$ cat config.mk
export PLATFORM = sky130hd
export DESIGN_NAME = eclocks_top
export DESIGN_NICKNAME = d
export VERILOG_FILES = /design/src/eclk_pkg.sv /design/src/eclocks_top.sv /design/src/host_ctrl_port.sv /design/src/clk_enable_gen.sv /design/src/reset_sequencer.sv /design/src/lock_sync.sv
export SDC_FILE = /design/constraint.sdc
export NUM_CORES = 1
export LEC_CHECK = 0
export BUFFER_PORTS_ARGS = -buffer_cell sky130_fd_sc_hd__clkbuf_2
export CAP_MARGIN = 30
export CORE_AREA = 8 8 65 67
export CTS_CLUSTER_SIZE = 16
export DETAILED_ROUTE_END_ITERATION = 16
export DIE_AREA = 0 0 73 75
export HOLD_SLACK_MARGIN = 0.06
export SYNTH_ARGS = -nofsm -noshare
export SYNTH_HDL_FRONTEND = slang
export SYNTH_SLANG_ARGS = --single-unit
$ cat constraint.sdc
create_clock -name sys_clk -period 2.9 [get_ports sys_clk]
set_input_delay 0.58 -clock sys_clk [delete_from_list [all_inputs] [get_ports sys_clk]]
set_output_delay 0.58 -clock sys_clk [all_outputs]
set_load 0.01 [all_outputs]
$ cat src/eclk_pkg.sv
// shared types and timing constants for the link clock/reset sequencer, imported by every block
package eclk_pkg;

   //####################
   // timing
   //####################
   localparam int HB_WIDTH    = 4;                  // heartbeat every 2**HB_WIDTH cycles
   localparam int SYNC_STAGES = 2;                  // lock synchronizer depth
   localparam int DIV_RATIO   = 4;                  // logic strobe divide
   localparam int PH_WIDTH    = $clog2(DIV_RATIO);  // strobe phase counter width

   //####################
   // sequencer states
   //####################
   typedef enum logic [2:0] {
      RST_ALL    = 3'd0,   // everything held
      START_CCLK = 3'd1,   // chip clock pll released, wait for lock
      STOP_CCLK  = 3'd2,   // quiet time before chip reset edge
      START_CHIP = 3'd3,   // chip reset released
      HOLD       = 3'd4,   // clock back on, wait for lock again
      TX_ACTIVE  = 3'd5,   // link logic out of reset
      ACTIVE     = 3'd6    // rx pll released, parked here
   } rst_state_e;

   // host command opcodes
   typedef enum logic [2:0] {
      OP_NOP     = 3'd0,
      OP_ENABLE  = 3'd1,
      OP_DISABLE = 3'd2,
      OP_RESTART = 3'd3,
      OP_STATUS  = 3'd4
   } host_op_e;

   //####################
   // bundles
   //####################
   typedef struct packed {
      host_op_e op;
   } host_req_t;

   typedef struct packed {
      rst_state_e state;      // sequencer state at accept
      logic       cclk_lock;  // synchronized
      logic       rx_lock;    // synchronized
      logic       enable;     // link enable after the command
   } host_rsp_t;

   typedef struct packed {
      logic cclk_lock;
      logic rx_lock;
   } lock_t;

   typedef struct packed {
      logic link_rst;      // link logic and io
      logic chip_rstb;     // attached chip, active low
      logic cclk_pll_rst;
      logic rx_pll_rst;
      logic idelay_rst;
   } rst_out_t;

endpackage
$ cat src/eclocks_top.sv
// top of the link clock/reset sequencer, wires host port, lock sync, sequencer and enables together
`timescale 1ns/1ps

module eclocks_top (
   input  logic                sys_clk,
   input  logic                reset_in,
   // host side
   input  logic                req_i,
   input  eclk_pkg::host_req_t cmd_i,
   output logic                ack_o,
   output eclk_pkg::host_rsp_t rsp_o,
   // pll lock flags, raw
   input  eclk_pkg::lock_t     lock_i,
   // resets and clock enables
   output eclk_pkg::rst_out_t  rst_o,
   output logic                logic_stb_o,
   output logic                tx90_stb_o,
   output logic                cclk_o
);
   import eclk_pkg::*;

   logic       link_en;     // port to sequencer
   logic       restart;     // port to sequencer, pulse
   rst_state_e state;       // sequencer to port
   lock_t      lock_s;      // synchronized locks
   logic       cclk_run;
   logic       logic_run;

   //####################
   // host command port
   //####################
   host_ctrl_port u_host_ctrl_port (
      .sys_clk   (sys_clk),
      .reset_in  (reset_in),
      .req_i     (req_i),
      .cmd_i     (cmd_i),
      .state_i   (state),
      .lock_i    (lock_s),
      .ack_o     (ack_o),
      .rsp_o     (rsp_o),
      .link_en_o (link_en),
      .restart_o (restart)
   );

   lock_sync u_lock_sync (
      .sys_clk  (sys_clk),
      .reset_in (reset_in),
      .lock_i   (lock_i),
      .lock_o   (lock_s)
   );

   //####################
   // sequence and enables
   //####################
   reset_sequencer u_reset_sequencer (
      .sys_clk     (sys_clk),
      .reset_in    (reset_in),
      .link_en_i   (link_en),
      .restart_i   (restart),
      .lock_i      (lock_s),
      .state_o     (state),
      .rst_o       (rst_o),
      .cclk_run_o  (cclk_run),
      .logic_run_o (logic_run)
   );

   clk_enable_gen u_clk_enable_gen (
      .sys_clk     (sys_clk),
      .reset_in    (reset_in),
      .cclk_run_i  (cclk_run),
      .logic_run_i (logic_run),
      .logic_stb_o (logic_stb_o),
      .tx90_stb_o  (tx90_stb_o),
      .cclk_o      (cclk_o)
   );

endmodule

$ cat src/host_ctrl_port.sv
// host command port with four-phase req/ack, holds link enable, issues restart, returns status
`timescale 1ns/1ps

module host_ctrl_port (
   input  logic                 sys_clk,
   input  logic                 reset_in,
   input  logic                 req_i,
   input  eclk_pkg::host_req_t  cmd_i,      // stable while req_i high
   input  eclk_pkg::rst_state_e state_i,    // from sequencer
   input  eclk_pkg::lock_t      lock_i,     // synchronized locks
   output logic                 ack_o,
   output eclk_pkg::host_rsp_t  rsp_o,      // valid while ack_o high
   output logic                 link_en_o,
   output logic                 restart_o   // one cycle
);
   import eclk_pkg::*;

   typedef enum logic [1:0] {
      HS_IDLE,       // waiting for req
      HS_ACK,        // first ack cycle, command executed
      HS_WAIT_REL    // ack held until req drops
   } hs_state_e;

   hs_state_e hs_state_q;
   logic      accept;      // new request taken this cycle
   logic      link_en_q;
   logic      en_next;     // enable after this command
   logic      restart_q;
   host_rsp_t rsp_q;

   assign accept = (hs_state_q == HS_IDLE) && req_i;

   // enable update per opcode
   always_comb
   begin
      en_next = link_en_q;
      case (cmd_i.op)
         OP_ENABLE:  en_next = 1'b1;
         OP_DISABLE: en_next = 1'b0;
         default:    en_next = link_en_q;   // nop, restart, status
      endcase
   end

   //####################
   // handshake FSM
   //####################
   always_ff @(posedge sys_clk)
   begin
      if (reset_in)
      begin
         hs_state_q <= HS_IDLE;
         link_en_q  <= 1'b0;   // link held off until enabled
         restart_q  <= 1'b0;
      end
      else
      begin
         restart_q <= accept && (cmd_i.op == OP_RESTART);   // lines up with ack rise
         if (accept)
         begin
            link_en_q <= en_next;
         end
         case (hs_state_q)
            HS_IDLE:     if (req_i)  hs_state_q <= HS_ACK;
            HS_ACK:      hs_state_q <= req_i ? HS_WAIT_REL : HS_IDLE;
            HS_WAIT_REL: if (!req_i) hs_state_q <= HS_IDLE;
            default:     hs_state_q <= HS_IDLE;
         endcase
      end
   end

   // status snapshot taken at accept
   always_ff @(posedge sys_clk)
   begin
      if (accept)
      begin
         rsp_q.state     <= state_i;
         rsp_q.cclk_lock <= lock_i.cclk_lock;
         rsp_q.rx_lock   <= lock_i.rx_lock;
         rsp_q.enable    <= en_next;
      end
   end

   assign ack_o     = (hs_state_q != HS_IDLE);
   assign rsp_o     = rsp_q;
   assign link_en_o = link_en_q;
   assign restart_o = restart_q;

endmodule

$ cat src/clk_enable_gen.sv
// sys_clk enable generator standing in for the link plls, divide strobes and a gated chip clock
`timescale 1ns/1ps

module clk_enable_gen (
   input  logic sys_clk,
   input  logic reset_in,
   input  logic cclk_run_i,    // from sequencer
   input  logic logic_run_i,   // from sequencer
   output logic logic_stb_o,   // slow logic enable, phase 0
   output logic tx90_stb_o,    // quarter period later, phase 1
   output logic cclk_o         // chip clock, half sys_clk rate
);
   import eclk_pkg::*;

   logic [PH_WIDTH-1:0] phase_q;  // strobe phase
   logic                cclk_q;   // toggle flop

   //####################
   // strobe phase
   //####################
   always_ff @(posedge sys_clk)
   begin
      if (reset_in || !logic_run_i)
      begin
         phase_q <= '0;   // restart at phase 0 on every release
      end
      else if (phase_q == PH_WIDTH'(DIV_RATIO - 1))
      begin
         phase_q <= '0;
      end
      else
      begin
         phase_q <= phase_q + 1'b1;
      end
   end

   assign logic_stb_o = logic_run_i && (phase_q == PH_WIDTH'(0));
   assign tx90_stb_o  = logic_run_i && (phase_q == PH_WIDTH'(1));  // 90 degrees of DIV_RATIO

   //####################
   // chip clock
   //####################
   always_ff @(posedge sys_clk)
   begin
      if (reset_in || !cclk_run_i)
      begin
         cclk_q <= 1'b0;
      end
      else
      begin
         cclk_q <= ~cclk_q;
      end
   end

   // masked so the clock drops on the same edge the pll reset rises
   assign cclk_o = cclk_q & cclk_run_i;

endmodule

$ cat src/reset_sequencer.sv
// reset sequence FSM paced by a heartbeat, drives link/chip/pll/idelay resets and clock run enables
`timescale 1ns/1ps

module reset_sequencer (
   input  logic                 sys_clk,
   input  logic                 reset_in,
   input  logic                 link_en_i,    // level from host port
   input  logic                 restart_i,    // one cycle pulse from host port
   input  eclk_pkg::lock_t      lock_i,       // already synchronized
   output eclk_pkg::rst_state_e state_o,
   output eclk_pkg::rst_out_t   rst_o,
   output logic                 cclk_run_o,   // chip clock may toggle
   output logic                 logic_run_o   // logic strobes may run
);
   import eclk_pkg::*;

   logic [HB_WIDTH-1:0] hb_cnt_q;   // free running
   logic                hb_q;       // one cycle heartbeat
   logic                rst_ctl_q;  // registered restart condition
   rst_state_e          state_q;
   rst_out_t            rst_d;

   //####################
   // heartbeat
   //####################
   always_ff @(posedge sys_clk)
   begin
      if (reset_in)
      begin
         hb_cnt_q <= '0;
         hb_q     <= 1'b0;
      end
      else
      begin
         hb_cnt_q <= hb_cnt_q + 1'b1;   // wraps
         hb_q     <= &hb_cnt_q;         // high one cycle after the all-ones count
      end
   end

   // reset request, any source, registered once
   always_ff @(posedge sys_clk)
   begin
      if (reset_in)
      begin
         rst_ctl_q <= 1'b1;
      end
      else
      begin
         rst_ctl_q <= ~link_en_i | restart_i;
      end
   end

   //####################
   // sequence FSM
   //####################
   // at most one step per heartbeat, two lock checkpoints on the chip clock pll
   always_ff @(posedge sys_clk)
   begin
      if (reset_in || rst_ctl_q)
      begin
         state_q <= RST_ALL;
      end
      else if (hb_q)
      begin
         case (state_q)
            RST_ALL:
            begin
               state_q <= START_CCLK;
            end
            START_CCLK:
            begin
               if (lock_i.cclk_lock)
               begin
                  state_q <= STOP_CCLK;   // pll settled
               end
            end
            STOP_CCLK:
            begin
               state_q <= START_CHIP;
            end
            START_CHIP:
            begin
               state_q <= HOLD;
            end
            HOLD:
            begin
               if (lock_i.cclk_lock)
               begin
                  state_q <= TX_ACTIVE;   // relocked after restart of clock
               end
            end
            TX_ACTIVE:
            begin
               state_q <= ACTIVE;
            end
            ACTIVE:
            begin
               state_q <= ACTIVE;   // parked until next reset
            end
            default:
            begin
               state_q <= RST_ALL;  // unused encoding
            end
         endcase
      end
   end

   //####################
   // decoded resets
   //####################
   always_comb
   begin
      rst_d.link_rst     = !(state_q inside {TX_ACTIVE, ACTIVE});
      rst_d.chip_rstb    = state_q inside {START_CHIP, HOLD, TX_ACTIVE, ACTIVE};
      rst_d.cclk_pll_rst = state_q inside {RST_ALL, STOP_CCLK, START_CHIP};  // quiet around chip edge
      rst_d.rx_pll_rst   = (state_q != ACTIVE);
      rst_d.idelay_rst   = state_q inside {RST_ALL, START_CCLK};
   end

   assign state_o     = state_q;
   assign rst_o       = rst_d;
   assign cclk_run_o  = ~rst_d.cclk_pll_rst;  // clock runs whenever its pll is out of reset
   assign logic_run_o = ~rst_d.link_rst;

endmodule

$ cat src/lock_sync.sv
// brings the two pll lock flags into sys_clk, one independent flop chain per flag
`timescale 1ns/1ps

module lock_sync (
   input  logic            sys_clk,
   input  logic            reset_in,
   input  eclk_pkg::lock_t lock_i,   // raw, async to sys_clk
   output eclk_pkg::lock_t lock_o    // synchronized
);
   import eclk_pkg::*;

   logic [1:0]                  lock_raw;  // flattened flags, bit 1 is cclk
   logic [1:0][SYNC_STAGES-1:0] sync_q;    // one chain per flag

   assign lock_raw = lock_i;

   // per-bit chains, no sharing between the two flags
   for (genvar i = 0; i < 2; i++)
   begin : g_chain
      always_ff @(posedge sys_clk)
      begin
         if (reset_in)
         begin
            sync_q[i] <= '0;   // report unlocked out of reset
         end
         else
         begin
            sync_q[i] <= {sync_q[i][SYNC_STAGES-2:0], lock_raw[i]};  // shift in at bit 0
         end
      end
   end

   // last stage of each chain
   assign lock_o.cclk_lock = sync_q[1][SYNC_STAGES-1];
   assign lock_o.rx_lock   = sync_q[0][SYNC_STAGES-1];

endmodule

# [Word level (Yosys, flattened, before mapping)]
# Cells that the tools add are included.
[totals] elab_cells=69 in_bits=8 output_inout_bits=15 reg_bits=26
[op_classes] addsub=2 n_eq_ne=18 mux=8 bitwise=5 n_reduce_logical=21
[op_table] op="3-bit one-hot mux with 6 select lines" n=1
[op_table] op="3-bit by 2-bit == test with 1-bit output (second input constant)" n=4
[op_table] op="3-bit == test (second input constant)" n=3
[op_table] op="2-bit != test (second input constant)" n=4
[op_table] op="3-bit by 1-bit == test with 1-bit output (second input constant)" n=2
[op_table] op="2-bit two-way mux" n=3
[op_table] op="3-bit two-way mux" n=2
[op_table] op="2-bit one-hot mux with 3 select lines" n=1
[op_table] op="2-bit nonzero test" n=3
[op_table] op="4-bit by 1-bit adder with 4-bit output (second input constant)" n=1
[op_table] op="2-bit by 1-bit == test with 1-bit output (second input constant)" n=2
[op_table] op="2-bit == test (second input constant)" n=2
[op_table] op="1-bit logical AND" n=4
[op_table] op="2-bit logical NOT" n=2
[op_table] op="4-bit AND reduction" n=1
[op_table] op="4-bit nonzero test" n=1
[op_table] op="2-bit OR reduction" n=2
[op_table] op="3-bit logical NOT" n=1
[op_table] op="1-bit logical OR" n=3
[op_table] op="3-bit != test (second input constant)" n=1
[op_table] op="1-bit inverter" n=3
[op_table] op="3-bit AND reduction" n=1
[op_table] op="3-bit nonzero test" n=1
[op_table] op="2-bit by 1-bit adder with 2-bit output (second input constant)" n=1
[op_table] op="5 further kinds" n=5

# [Longest topological paths before layout]
[depth] word_depth=5 depth_mapped=5 depth_no_buf=5

# [By module]
# From an unflattened synthesis, not the netlist that was laid out.
[hier_totals] hier_cells=97 hier_area_um2=1036.0
[modules_own_cells] module="reset_sequencer" seq_area_each_um2=180.2 instances=1 area_each_um2=394.1 cells_per_inst=46
[modules_own_cells] module="host_ctrl_port" seq_area_each_um2=260.2 instances=1 area_each_um2=362.8 cells_per_inst=27
[modules_own_cells] module="clk_enable_gen" seq_area_each_um2=60.1 instances=1 area_each_um2=158.9 cells_per_inst=14
[modules_own_cells] module="lock_sync" seq_area_each_um2=80.1 instances=1 area_each_um2=120.1 cells_per_inst=10

# [Worst setup path after synthesis]
# OpenSTA, ideal clock, no wires.
[synth_timing] path_type="flip-flop to output port" start="register u_reset_sequencer.state_q[1], in the netlist u_reset_sequencer.state_o[1]" end="output cclk_o" path_buffers=1 path_stages_with_launch=5 setup_slack_ps=1381 t_arrival_ps=939 t_required_ps=2320 cell_sequence="dfxtp_1 -> buf_4 -> inv_2 -> a21oi_1 -> nor2b_1"
[synth_rtl] element="from (decl)" line_no="reset_sequencer.sv:20" rtl="rst_state_e state_q;"
[synth_rtl] element="from (signal assigned)" line_no="reset_sequencer.sv:61" rtl="state_q <= RST_ALL;"
[synth_rtl] element="from (signal assigned)" line_no="reset_sequencer.sv:68" rtl="state_q <= START_CCLK;"
[synth_rtl] element="from (signal assigned)" line_no="reset_sequencer.sv:74" rtl="state_q <= STOP_CCLK;"
[synth_rtl] element="to (decl)" line_no="eclocks_top.sv:18" rtl="output logic cclk_o"

# [Worst setup path after layout]
[layout_timing] start="register u_reset_sequencer.state_q[1], in the netlist u_reset_sequencer.state_o[1]" end="output cclk_o"
[layout_between] elab_chain_cells=4 elab_cells_between_ends=6
[layout_rtl] element="3-bit by 2-bit == test with 1-bit output or 3-bit logical NOT (tied branches)" line_no="reset_sequencer.sv:115" rtl="rst_d.cclk_pll_rst = state_q inside {RST_ALL, STOP_CCLK, START_CHIP};"
[layout_rtl] element="3-bit nonzero test *" line_no="reset_sequencer.sv:115"
[layout_rtl] element="1-bit inverter *" line_no="reset_sequencer.sv:122" rtl="assign cclk_run_o = ~rst_d.cclk_pll_rst;"
[layout_rtl] element="1-bit AND *" line_no="clk_enable_gen.sv:56" rtl="assign cclk_o = cclk_q & cclk_run_i;"
# Every way passes the cells marked *; elsewhere a longest branch is shown, timed or not.

==> flow_summary.toml <==
[status]
status = "complete, no violations"

[final_layout]
fillers = 334
seq_area_um2 = 581
drive_gt1_frac = 0.304
synthToLayoutAreaGrowth_pct = 14.1
number_of_antenna_cells_inserted = 0
multi_input_area_um2 = 432
layout.nets = 128
finish.cell_count_without_fillers = 161

[floorplanning]
die_height_um = 75
floorplan.die.width_um = 73
die-area_mm2 = 0.00548
core_region_area_mm2 = 0.00323
placement_rows = 21
start_util = 0.332
ios = 23

[timing]
part_of_the_cycle_the_worst_path_needs = 0.697
period_minus_slack_ps = 2020
maxSlewHeadroom = 0.704
drv_slew = 0
finalSetupViolations = 0
worst-slew-pin-transition_ps = 444
final.setup_skew_ps = 5.58
fin_tns_setup_ps = 0
finalHoldViolations = 0
max_freq_ghz = 0.495
rsz0062_at_grt = "false"

[pwr]
total_leakage_power_nw = 0.501
finalPower_w = 0.000580
net-switching-power_w = 0.000129
seq_power_share = 0.672
clock_power_share = 0.257
netSwitchingFraction = 0.222
internal-power_w = 0.000452
comb_power_share = 0.071
pwr_density_cell_mw_per_mm2 = 474
worst_ir_drop_vdd_uv = 222

[detailed_routing]
detail_route.iter0.violations = 28
drt-vias-per-instance = 4.26
remaining_drc_errors = 0
drtAntennaViolNets = 0
route.final.wire_length_um = 1670
detailroute.via_count = 686
wl_per_cell_um = 10.4
drt_pass1_iterations = 2

[clocking]
cts.repair.resized = 0
clock-sinks = 26
cts_hold_buffers = 0
cts.reportedPaths.clkPinSlew_ps = 130
worst_skew_late_latency_ps = 310
htree_num_levels = 1
clockBufferDepth = 2
cts_tree = "done"
postCtsSetupRepairBufs = 0
cts.root.buffer_cell = "sky130_fd_sc_hd__clkbuf_4"
cts_inserted_buffers = 3

[critical_path]
critical_path_peak_fanout = 10
critical_path.endpoint_type = "output port"
crit_path_required_time_ps = 2320
cp_launch_type = "flip-flop"
timing.setup.critical_path_class = "flip-flop to output port"
crit_arrival_ps = 1440

[global_routing]
grt_overflow = 0
wire_length_of_the_first_global_routing_pass_um = 2730
gr-usage-all-layers = 0.0667
grt_max_degree = 20
initial_antenna_violation_count = 0
first_global_vias = 624

[logic_synthesis]
yosysTopAreaCellShare = 0.373
post_synth_inst_count = 94
synth_sequential_area_ratio = 0.541
synth.cell_area_mm2 = 0.00107
ys_warnings = 0
synth.avg_cell_area_um2 = 11.4
synth_area_leader_cell = "sky130_fd_sc_hd__dfxtp_1"
synth_commonest_cells = "sky130_fd_sc_hd__dfxtp_1, sky130_fd_sc_hd__nor2_1, sky130_fd_sc_hd__edfxtp_1, sky130_fd_sc_hd__nand2_1, sky130_fd_sc_hd__nor2b_1"
flip_flop_and_latch_count_after_synthesis = 26
netlist-cell-type-count = 34
synthTopCellsByArea = "sky130_fd_sc_hd__dfxtp_1, sky130_fd_sc_hd__edfxtp_1, sky130_fd_sc_hd__ha_1"
syn_nets = 106
postSynth.topFlopCell = "sky130_fd_sc_hd__dfxtp_1"
yosysMostFrequentCell = "sky130_fd_sc_hd__dfxtp_1"
asyncSetResetFlopFracSynth = 0
edff_count_synth = 6

[place]
numPlacedInstances = 157
dpl.hpwl_um = 1280
gpl.final_weighted_congestion = 0.648
port_buffers = 22

[min_path]
hp-class = "flip-flop to flip-flop"

[run]
max_cap_viol_count = 0
[flip-flops by register name, indices dropped and copies added, names as in the netlist, 2 cells and up]
register,cells
u_reset_sequencer.hb_cnt_q,4
u_clk_enable_gen.phase_q,2
u_lock_sync.lock_o,2
u_reset_sequencer.state_o,3
u_lock_sync.sync_q,2
u_host_ctrl_port.hs_state_q,2
u_host_ctrl_port.rsp_o,6
[logic make-up after synthesis]
group,synth area share
xor+xnor,0.0664
compound gates,0.0641
buf+inv,0.0571
fa+ha+maj,0.0466
flops,0.541
simple gates,0.225
[routing by layer]
layer,vias to the layer above,global-route usage,share of wire
met4,0,0.0400,0.019
met2,21,0.100,0.43
met1,303,0.0707,0.46
met3,6,0.0399,0.092
met5,-,0,0
li1,356,-,-
[cells in the final DEF (no fill, tap or decap), types with 2 or more instances in the layout]
cell type | Yosys | routed
sky130_fd_sc_hd__clkbuf_2 | 0 | 22
sky130_fd_sc_hd__dfxtp_1 | 20 | 20
sky130_fd_sc_hd__nor2_1 | 10 | 10
sky130_fd_sc_hd__nand2_1 | 6 | 6
sky130_fd_sc_hd__nor2b_1 | 6 | 6
sky130_fd_sc_hd__edfxtp_1 | 6 | 6
sky130_fd_sc_hd__ha_1 | 4 | 4
sky130_fd_sc_hd__inv_1 | 3 | 3
sky130_fd_sc_hd__xnor2_1 | 3 | 3
sky130_fd_sc_hd__nor3_1 | 3 | 3
sky130_fd_sc_hd__clkbuf_4 | 0 | 3
sky130_fd_sc_hd__nand2b_1 | 2 | 2
sky130_fd_sc_hd__inv_2 | 2 | 2
sky130_fd_sc_hd__and3_1 | 2 | 2
sky130_fd_sc_hd__a21boi_1 | 2 | 2
sky130_fd_sc_hd__nand3_1 | 2 | 2
sky130_fd_sc_hd__xor2_1 | 2 | 2
[power groups by stage]
stage	sequential (W)	clock [W]	combinational, W
global placement	0.000398	0	0.0000406
finish	0.000390	0.000149	0.0000412
global route	0.000392	0.000177	0.0000464
floorplan	0.000400	0	0.0000249
CTS	0.000390	0.000157	0.0000422
detailed placement	0.000398	0	0.0000419
[worst max-delay path, stage by stage (launching register included)]
cell	delay, ps
sky130_fd_sc_hd__dfxtp_1	600
sky130_fd_sc_hd__inv_2	70
sky130_fd_sc_hd__a21oi_1	250
sky130_fd_sc_hd__nor2b_1	70
sky130_fd_sc_hd__clkbuf_2	130
[final cells by class]
cell class              count  share of cell area
flip-flops and latches     26               0.474
repair buffers             22              0.0899
clock buffers               3              0.0184
well taps                  46              0.0470
clock inverters             1             0.00306
multi-input cells          58               0.352
inverters                   5              0.0153
[final timing paths]
| check | endpoint | start | depth (start not counted) | slack, ps |
|---|---|---|---|---|
| max reg2reg | u_clk_enable_gen.phase_q[1]$_SDFF_PP0_ | u_reset_sequencer.state_o[1]$_SDFFE_PP0P_ | 3 | 1670 |
| max | cclk_o | u_reset_sequencer.state_o[1]$_SDFFE_PP0P_ | 4 | 880 |
| min | u_reset_sequencer.rst_ctl_q$_SDFF_PP1_ | u_host_ctrl_port.restart_o$_SDFF_PP0_ | 2 | 420 |
| min reg2reg | u_reset_sequencer.rst_ctl_q$_SDFF_PP1_ | u_host_ctrl_port.restart_o$_SDFF_PP0_ | 2 | 420 |
[through the flow]
step / utilization / worst slack [ps] / hold slack, ps / area (µm²)
finish: 0.379 / 880 / 420 / 1220
global route: 0.379 / 725 / 432 / 1220
CTS: 0.379 / 862 / 420 / 1220
detailed placement: 0.371 / 1240 / 390 / 1200
global placement: 0.371 / 1260 / 387 / 1200
floorplan: - / 1380 / 386 / 1070
No activity file was read; power rests on OpenSTA's default activity.
